[src/rtl/board_pin_pkg.sv]
// Board pin layout definitions.
// Covers the open-drain I2C buses, the pin loopback vector and the
// idle level of undriven board lines.
package board_pin_pkg;

  // Open-drain I2C buses with a device attached.
  // Bus 0 is the HAT ID EEPROM bus.
  // Bus 1 is the HAT secondary bus, shared with GPIO2/3.
  // Bus 2 is the QWIIC1 connector.
  localparam int unsigned NumI2cBuses = 3;

  // Number of pins looped back from an output to an input.
  localparam int unsigned LoopbackWidth = 5;

  // Bit positions in the loopback vector.
  // mikroBUS COPI returning on CIPO.
  localparam int unsigned LbSpi   = 0;
  // mikroBUS UART TX returning on RX.
  localparam int unsigned LbUart  = 1;
  // mikroBUS PWM returning on PMOD0.1.
  localparam int unsigned LbPwm   = 2;
  // Arduino GPIO1 returning on GPIO0.
  localparam int unsigned LbGpio0 = 3;
  // Arduino GPIO8 returning on GPIO9.
  localparam int unsigned LbGpio1 = 4;

  // Level of a released line.
  // Pull-ups hold open-drain and RS-485 lines high when nobody drives.
  localparam logic LineIdle = 1'b1;

endpackage

[src/rtl/cheri_err_pkg.sv]
// CHERI capability error layout.
// Width of the error vector and the meaning of each error line.
package cheri_err_pkg;

  // One line per capability check.
  localparam int unsigned CheriErrWidth = 9;

  // Bits needed to name one error line.
  localparam int unsigned CheriIdxWidth = $clog2(CheriErrWidth);

  // Index of one error line.
  typedef logic [CheriIdxWidth-1:0] cheri_err_idx_t;

  // Position of each error kind in the error vector.
  // Access outside the capability bounds.
  localparam cheri_err_idx_t ErrBounds              = 4'd0;
  // Use of an untagged capability.
  localparam cheri_err_idx_t ErrTag                 = 4'd1;
  // Use of a sealed capability.
  localparam cheri_err_idx_t ErrSeal                = 4'd2;
  // Missing execute permission.
  localparam cheri_err_idx_t ErrPermitExecute       = 4'd3;
  // Missing load permission.
  localparam cheri_err_idx_t ErrPermitLoad          = 4'd4;
  // Missing store permission.
  localparam cheri_err_idx_t ErrPermitStore         = 4'd5;
  // Missing capability store permission.
  localparam cheri_err_idx_t ErrPermitStoreCap      = 4'd6;
  // Missing local capability store permission.
  localparam cheri_err_idx_t ErrPermitStoreLocalCap = 4'd7;
  // Missing system register access permission.
  localparam cheri_err_idx_t ErrPermitAccSysRegs    = 4'd8;

endpackage

[src/rtl/i2c_bus_resolve.sv]
// I2C open-drain bus resolution.
// Combines the controller drive and the device pull-down of each bus into
// the level seen on the wire, which also feeds back to the controller.
module i2c_bus_resolve (
  // Controller side, per bus.
  input  logic [board_pin_pkg::NumI2cBuses-1:0] scl_o_i,
  input  logic [board_pin_pkg::NumI2cBuses-1:0] scl_oe_i,
  input  logic [board_pin_pkg::NumI2cBuses-1:0] sda_o_i,
  input  logic [board_pin_pkg::NumI2cBuses-1:0] sda_oe_i,
  // Device side, low means pulling the line down.
  input  logic [board_pin_pkg::NumI2cBuses-1:0] scl_dev_i,
  input  logic [board_pin_pkg::NumI2cBuses-1:0] sda_dev_i,
  // Resolved line levels.
  output logic [board_pin_pkg::NumI2cBuses-1:0] scl_line_o,
  output logic [board_pin_pkg::NumI2cBuses-1:0] sda_line_o
);
  import board_pin_pkg::*;

  // Level the controller puts on each line.
  logic [NumI2cBuses-1:0] scl_drv;
  logic [NumI2cBuses-1:0] sda_drv;

  // A controller with its enable clear releases the line.
  // The pull-up then holds it at the idle level.
  always_comb begin
    for (int unsigned b = 0; b < NumI2cBuses; b++) begin
      scl_drv[b] = scl_oe_i[b] ? scl_o_i[b] : LineIdle;
      sda_drv[b] = sda_oe_i[b] ? sda_o_i[b] : LineIdle;
    end
  end

  // Wired-AND of both ends of the bus.
  // The line carries outbound and inbound traffic together.
  // The controller reads back its own bits, so it sees no false contention.
  assign scl_line_o = scl_drv & scl_dev_i;
  assign sda_line_o = sda_drv & sda_dev_i;

  // A controller pulling low always wins over the pull-up and the device.
  always_comb begin
    assert final (((scl_oe_i & ~scl_o_i) & scl_line_o) == '0)
      else $error("SCL line high while its controller drives low");
    assert final (((sda_oe_i & ~sda_o_i) & sda_line_o) == '0)
      else $error("SDA line high while its controller drives low");
  end

endmodule

[src/rtl/pin_loopback.sv]
// Pin loopback retiming.
// Returns each looped-back output pin to its input pin through one
// register stage, so the harness never closes a combinational loop.
module pin_loopback (
  input  logic                                    clk_i,
  input  logic                                    rst_ni,
  // Pins driven by the system.
  input  logic [board_pin_pkg::LoopbackWidth-1:0] lb_out_i,
  // Pins read back by the system.
  output logic [board_pin_pkg::LoopbackWidth-1:0] lb_in_o
);
  import board_pin_pkg::*;

  // Map of the loopback vector.
  // Bit LbSpi returns mikroBUS COPI on CIPO for the SPI loopback.
  // Bit LbUart returns mikroBUS TX on RX for the UART loopback.
  // Bit LbPwm returns mikroBUS PWM on PMOD0.1.
  // Bit LbGpio0 returns Arduino GPIO1 on GPIO0.
  // Bit LbGpio1 returns Arduino GPIO8 on GPIO9.
  // Positions come from board_pin_pkg.

  // Retiming stage.
  logic [LoopbackWidth-1:0] loopback_q;

  // The pinmux sees whole pin vectors, not single bits.
  // Without this stage an output bit and its input bit would look like
  // a loop through the pinmux, even though no bit feeds itself.
  always_ff @(posedge clk_i or negedge rst_ni) begin
    if (!rst_ni) begin
      // Inputs read low until the first edge after reset.
      loopback_q <= '0;
    end else begin
      // Every pin is sampled on the same edge.
      loopback_q <= lb_out_i;
    end
  end

  // One cycle from an output pin to its input pin.
  assign lb_in_o = loopback_q;

endmodule

[src/rtl/cheri_err_monitor.sv]
// CHERI capability error monitor.
// Keeps a sticky record of every error line ever raised and emits a
// one-cycle report with the lowest index on each first occurrence.
module cheri_err_monitor (
  input  logic                                    clk_i,
  input  logic                                    rst_ni,
  // Error lines, modulated for board LEDs.
  input  logic [cheri_err_pkg::CheriErrWidth-1:0] cheri_err_i,
  // Sticky record of raised errors.
  output logic [cheri_err_pkg::CheriErrWidth-1:0] cheri_errored_o,
  // Pulse on a first occurrence.
  output logic                                    cheri_new_o,
  // Lowest newly raised error line.
  output cheri_err_pkg::cheri_err_idx_t           cheri_new_idx_o
);
  import cheri_err_pkg::*;

  logic [CheriErrWidth-1:0] errored_q;
  logic [CheriErrWidth-1:0] new_err;
  logic                     any_new;
  logic                     new_q;
  cheri_err_idx_t           new_idx_d;
  cheri_err_idx_t           new_idx_q;

  // Lines raised now that were never raised before.
  // The error lines blink, so repeats of a recorded line are filtered here.
  assign new_err = cheri_err_i & ~errored_q;
  assign any_new = |new_err;

  // Priority search over the new lines.
  // Scanning downwards leaves the lowest set index last.
  always_comb begin
    new_idx_d = '0;
    for (int i = CheriErrWidth - 1; i >= 0; i--) begin
      if (new_err[i]) begin
        new_idx_d = cheri_err_idx_t'(i);
      end
    end
  end

  always_ff @(posedge clk_i or negedge rst_ni) begin
    if (!rst_ni) begin
      errored_q <= '0;
      new_q     <= 1'b0;
      new_idx_q <= '0;
    end else begin
      // Pulse only on edges that add to the record.
      new_q <= any_new;
      if (any_new) begin
        // Record every line that is high, old or new.
        errored_q <= errored_q | cheri_err_i;
        new_idx_q <= new_idx_d;
      end
    end
  end

  assign cheri_errored_o = errored_q;
  assign cheri_new_o     = new_q;
  // Index holds its last value between pulses.
  assign cheri_new_idx_o = new_idx_q;

  // The record only grows until the next reset.
  a_record_sticky: assert property (@(posedge clk_i) disable iff (!rst_ni)
    ($past(cheri_errored_o) & ~cheri_errored_o) == '0)
    else $error("CHERI error record lost a bit");

  // Back-to-back pulses need the record to grow on both edges.
  a_pulse_grows: assert property (@(posedge clk_i) disable iff (!rst_ni)
    cheri_new_o && $past(cheri_new_o) |->
      (cheri_errored_o != $past(cheri_errored_o)) &&
      ($past(cheri_errored_o) != $past(cheri_errored_o, 2)))
    else $error("CHERI report pulsed without a new error");

  // A reported index names a real error line that is now recorded.
  a_idx_recorded: assert property (@(posedge clk_i) disable iff (!rst_ni)
    cheri_new_o |-> (cheri_new_idx_o <= ErrPermitAccSysRegs) &&
      cheri_errored_o[cheri_new_idx_o])
    else $error("CHERI report index %0d not recorded", cheri_new_idx_o);

endmodule

[src/rtl/rs485_xcvr.sv]
// RS-485 half-duplex transceiver.
// Registers the driver and receiver enables and gates the bus lines,
// which idle high while their side is switched off.
module rs485_xcvr (
  input  logic clk_i,
  input  logic rst_ni,
  // System side.
  input  logic tx_i,
  input  logic tx_enable_i,
  input  logic rx_enable_i,
  // Receiver output from the remote side.
  input  logic ro_line_i,
  // Transceiver pins.
  output logic di_o,
  output logic de_o,
  output logic ren_o,
  // Bus level seen by the remote side.
  output logic tx_line_o,
  // Received data to the system.
  output logic rx_o
);
  import board_pin_pkg::*;

  // Driver enable, active high.
  logic de_q;
  // Receiver disable, active high.
  logic ren_q;

  // Direction controls change one cycle after the request.
  always_ff @(posedge clk_i or negedge rst_ni) begin
    if (!rst_ni) begin
      // Driver off the bus and receiver disabled.
      de_q  <= 1'b0;
      ren_q <= 1'b1;
    end else begin
      de_q  <= tx_enable_i;
      ren_q <= ~rx_enable_i;
    end
  end

  assign de_o  = de_q;
  assign ren_o = ren_q;

  // Driver input follows transmit data directly.
  assign di_o = tx_i;

  // The driver reaches the bus only while enabled.
  // Otherwise the bias network holds the line idle.
  assign tx_line_o = de_q ? di_o : LineIdle;

  // A disabled receiver leaves the UART input idle.
  assign rx_o = ren_q ? LineIdle : ro_line_i;

  // Driver and receiver on together only if both were requested.
  a_dir_exclusive: assert property (@(posedge clk_i) disable iff (!rst_ni)
    de_o && !ren_o |-> $past(tx_enable_i && rx_enable_i))
    else $error("RS-485 driver and receiver both on without request");

endmodule

[src/rtl/board_top.sv]
// Board pin harness top level.
// Joins I2C bus resolution, pin loopbacks, the CHERI error monitor and
// the RS-485 transceiver under one set of board ports.
module board_top (
  input  logic                                    clk_i,
  input  logic                                    rst_ni,
  // I2C controller side.
  input  logic [board_pin_pkg::NumI2cBuses-1:0]   scl_o_i,
  input  logic [board_pin_pkg::NumI2cBuses-1:0]   scl_oe_i,
  input  logic [board_pin_pkg::NumI2cBuses-1:0]   sda_o_i,
  input  logic [board_pin_pkg::NumI2cBuses-1:0]   sda_oe_i,
  // I2C device side.
  input  logic [board_pin_pkg::NumI2cBuses-1:0]   scl_dev_i,
  input  logic [board_pin_pkg::NumI2cBuses-1:0]   sda_dev_i,
  // Resolved I2C lines.
  output logic [board_pin_pkg::NumI2cBuses-1:0]   scl_line_o,
  output logic [board_pin_pkg::NumI2cBuses-1:0]   sda_line_o,
  // Pin loopbacks.
  input  logic [board_pin_pkg::LoopbackWidth-1:0] lb_out_i,
  output logic [board_pin_pkg::LoopbackWidth-1:0] lb_in_o,
  // CHERI error reporting.
  input  logic [cheri_err_pkg::CheriErrWidth-1:0] cheri_err_i,
  output logic [cheri_err_pkg::CheriErrWidth-1:0] cheri_errored_o,
  output logic                                    cheri_new_o,
  output cheri_err_pkg::cheri_err_idx_t           cheri_new_idx_o,
  // RS-485 system side.
  input  logic                                    rs485_tx_i,
  input  logic                                    rs485_tx_enable_i,
  input  logic                                    rs485_rx_enable_i,
  output logic                                    rs485_rx_o,
  // RS-485 transceiver and bus side.
  input  logic                                    rs485_ro_line_i,
  output logic                                    rs485_di_o,
  output logic                                    rs485_de_o,
  output logic                                    rs485_ren_o,
  output logic                                    rs485_tx_line_o
);

  // Open-drain buses, purely combinational.
  i2c_bus_resolve u_i2c_bus_resolve (
    .scl_o_i    (scl_o_i),
    .scl_oe_i   (scl_oe_i),
    .sda_o_i    (sda_o_i),
    .sda_oe_i   (sda_oe_i),
    .scl_dev_i  (scl_dev_i),
    .sda_dev_i  (sda_dev_i),
    .scl_line_o (scl_line_o),
    .sda_line_o (sda_line_o)
  );

  // Loopback pins, one cycle.
  pin_loopback u_pin_loopback (
    .clk_i    (clk_i),
    .rst_ni   (rst_ni),
    .lb_out_i (lb_out_i),
    .lb_in_o  (lb_in_o)
  );

  // Sticky error record and first-occurrence report.
  cheri_err_monitor u_cheri_err_monitor (
    .clk_i           (clk_i),
    .rst_ni          (rst_ni),
    .cheri_err_i     (cheri_err_i),
    .cheri_errored_o (cheri_errored_o),
    .cheri_new_o     (cheri_new_o),
    .cheri_new_idx_o (cheri_new_idx_o)
  );

  // Half-duplex serial transceiver.
  rs485_xcvr u_rs485_xcvr (
    .clk_i       (clk_i),
    .rst_ni      (rst_ni),
    .tx_i        (rs485_tx_i),
    .tx_enable_i (rs485_tx_enable_i),
    .rx_enable_i (rs485_rx_enable_i),
    .ro_line_i   (rs485_ro_line_i),
    .di_o        (rs485_di_o),
    .de_o        (rs485_de_o),
    .ren_o       (rs485_ren_o),
    .tx_line_o   (rs485_tx_line_o),
    .rx_o        (rs485_rx_o)
  );

endmodule

[config.mk]
export PLATFORM = sky130hd
export DESIGN_NAME = board_top
export DESIGN_NICKNAME = d
export VERILOG_FILES = /design/src/rtl/board_pin_pkg.sv /design/src/rtl/cheri_err_pkg.sv /design/src/rtl/i2c_bus_resolve.sv /design/src/rtl/pin_loopback.sv /design/src/rtl/cheri_err_monitor.sv /design/src/rtl/rs485_xcvr.sv /design/src/rtl/board_top.sv
export SDC_FILE = /design/constraint.sdc
export NUM_CORES = 1
export LEC_CHECK = 0
export BUFFER_PORTS_ARGS = -buffer_cell sky130_fd_sc_hd__buf_2
export CORE_MARGIN = 5
export CORE_UTILIZATION = 39
export DETAILED_ROUTE_END_ITERATION = 16
export HOLD_SLACK_MARGIN = 0.05
export PLACE_DENSITY_LB_ADDON = 0.12
export SYNTH_ARGS = -nofsm -noshare
export SYNTH_HDL_FRONTEND = slang
export SYNTH_SLANG_ARGS = --single-unit
export TNS_END_PERCENT = 30
[constraint.sdc]
create_clock -name clk_i -period 1.6 [get_ports clk_i]
set_clock_uncertainty 0.05 [all_clocks]
set_input_delay 0.32 -clock clk_i [delete_from_list [all_inputs] [get_ports clk_i]]
set_output_delay 0.32 -clock clk_i [all_outputs]
set_load 0.02 [all_outputs]
==> impl_metrics.ini <==
[floorplan]
initial_core_util_pct = 41.1
core-area_mm2 = 0.00221
die_h_um = 58.3
die_w_um = 58.3
row_count = 17
dieArea_mm2 = 0.00339
io_pins = 68

[outcome]
status = completed

[route]
wl_um = 2170
firstDrtPassIters = 3
vias = 802
wl_per_cell_um = 12.1
antenna_left = 0
drt_iter0_markers = 6
avgViaCountPerCell = 4.48
route.detailed.drc = 0

[min_path]
hp-class = in2reg

[finish]
final_layout_size_suffix_gt1_share_pct = 53.6
n_fill_cell = 213
multi_input_area_um2 = 340
antenna_cells = 0
syn2layout_area_growth_pct = 47.8
seqCellArea_um2 = 527
finalNetCount = 190
final_cell_mix = buf_2 (67), dfrtp_1 (20), inv_1 (9)
layout_commonest_cell = buf_2

[sta]
max_freq_mhz = 676
max_slew_margin_pct = 70.1
fin_setup_tns_ns = 0
worst_slew_pin_slew_ns = 0.449
maxSlewViolCount = 0
rsz0062_at_grt = false
fin_crit_ns = 1.48
hold_viol_final = 0
setup_viol = 0
post-route-period-util_pct = 92.5
layout_setup_ws_ns = 0.120

[logic_synthesis]
synth_edf_count = 0
async_flop_share_pct = 100
synthFlopType = dfrtp_1
ys_seq_elements = 21
synthAdderAreaFrac_pct = 0
synth_top_family_by_area = simple AND/OR/NAND/NOR gates
synth_xor_xnor_area_share_pct = 0
synth_cell_type_count = 23
synthMuxAreaShare_pct = 1.10
netlist_instances = 76
synth-simple-area-share_pct = 22.0
yosysWarnings = 0
synth-compound-area-share_pct = 14.3
synth.avg_cell_area_um2 = 12.0
netlist_area_um2 = 908
synth_fp_nets = 114
ys_seq_area_share_pct = 58.0

[cts]
cts_buffers = 3
path_clk_slew_ns = 0.11
root_buffer = clkbuf_4
clock-sinks = 21
clk_latency_ns = 0.30
clock_path_buffers = 2
cts_tree = built
cts_setup_buffers = 0
h-tree-depth = 1

[pwr]
pwr-share-comb_pct = 28.7
p_int_mw = 0.834
ir_drop_mv = 0.729
p_sw_mw = 0.380
switching_share_pct = 31.3
p_seq_share_pct = 50.9
power.density_mw_per_mm2 = 904
p_leak_nw = 0.716
clkPwrFrac_pct = 20.4

[global_route]
grt_pass1_wl_um = 3440
grt_max_degree = 22
grt_usage_pct = 13.5
antenna_found_initial = 0
first_global_vias = 784
grt_overflow = 0

[place]
gp_congestion = 0.820
dp_worst_setup_slack_ns = 0.0224
dp_hpwl_um = 1790
numPortBuffers = 67

[setup_path]
crit_buf_inv = 1
critPathLaunchType = register
cp_max_fo = 2
worstSetupPathType = reg2out
cp.required_ns = 1.23
cpPeakStageDelay_ns = 0.38
worstPathArrival_ns = 1.11
path_cells = or2_2, buf_2
setup.worst_path.end_class = output pin
critical_path.top_delay_family = flip-flops
slowest_stage = dfstp_2

[run]
maxCapViolCount = 0
registers in the layout, summed over array words and instances, names as in the netlist:
name and count:
u_rs485_xcvr.de_o 1, u_cheri_err_monitor.cheri_errored_o 9, u_pin_loopback.lb_in_o 5, u_cheri_err_monitor.cheri_new_idx_o 4
u_cheri_err_monitor.cheri_new_o 1, u_rs485_xcvr.ren_o 1
metal layers:
layer / part of all wire [%] / track usage (%)
met5: 0 / 0
met4: 2.0 / 6.95
met3: 8.0 / 3.34
met2: 56 / 24.4
met1: 34 / 14.2
area by class of cell:
| class | instances | area share [%] |
|---|---|---|
| Clock buffer | 4 | 1.96 |
| Inverter | 9 | 2.52 |
| Multi-Input combinational cell | 45 | 25.3 |
| Sequential cell | 21 | 39.2 |
| Tap cell | 28 | 2.61 |
| Timing Repair Buffer | 72 | 28.3 |
synthesized netlist by cell type, types with 2 or more instances:
cell,count,area (um^2)
a21oi_1,2,10.0
nor2b_1,5,31.3
a21boi_0,6,45.0
or2_2,4,25.0
nor2_1,2,7.51
a21o_1,7,52.6
inv_1,9,33.8
a211oi_1,2,15.0
nand2b_1,5,31.3
nand2_1,2,7.51
dfrtp_1,20,500
final timing paths:
check,start,end,slack [ns],depth (start not counted)
worst min register to register,u_cheri_err_monitor.cheri_errored_o[1],u_cheri_err_monitor.cheri_errored_o[1],0.44,1
max in group asynchronous,rst_ni,u_rs485_xcvr.ren_o,0.72,2
min in group asynchronous,rst_ni,u_cheri_err_monitor.cheri_errored_o[7],0.45,2
worst max register to register,u_cheri_err_monitor.cheri_errored_o[3],u_cheri_err_monitor.cheri_errored_o[6],0.15,4
worst min-delay path,lb_out_i[4],u_pin_loopback.lb_in_o[4],0.07,1
worst max-delay path,u_rs485_xcvr.ren_o,rs485_rx_o,0.12,2
kinds of logic after synthesis:
group / after synthesis
buffers and inverters: 10
and+or+nand+nor: 26
AOI/OAI and AO/OA: 18
DFF: 21
muxes: 1
what timing repair did:
item                                   in CTS  in global routing
setup endpoints to repair                   0                  0
endpoints found under the hold margin      20                  2
hold buffers                                1                  2
gates resized for setup                     0                  0
through the flow:
step / hold slack (ns) / util, % / instance area, um^2 / total power [mW] / instances
2_1_floorplan: -0.0256 / - / 908 / 0.826 / 76
3_3_place_gp: 0.246 / 58.1 / 1290 / 0.973 / 172
3_5_place_dp: 0.243 / 58.1 / 1290 / 0.976 / 172
4_1_cts: 0.0543 / 59.8 / 1320 / 1.23 / 177
5_1_grt: 0.0500 / 60.7 / 1340 / 1.29 / 179
6_report: 0.0668 / 60.7 / 1340 / 1.21 / 179
power by group through the flow:
stage	logic (mW)	registers [mW]	clock network, mW
after floorplan	0.126	0.700	0
after global placement	0.348	0.625	0
after detailed placement	0.348	0.628	0
after CTS	0.351	0.618	0.259
after global routing	0.381	0.626	0.289
final	0.348	0.618	0.248
(Power assumes the default switching activity.)
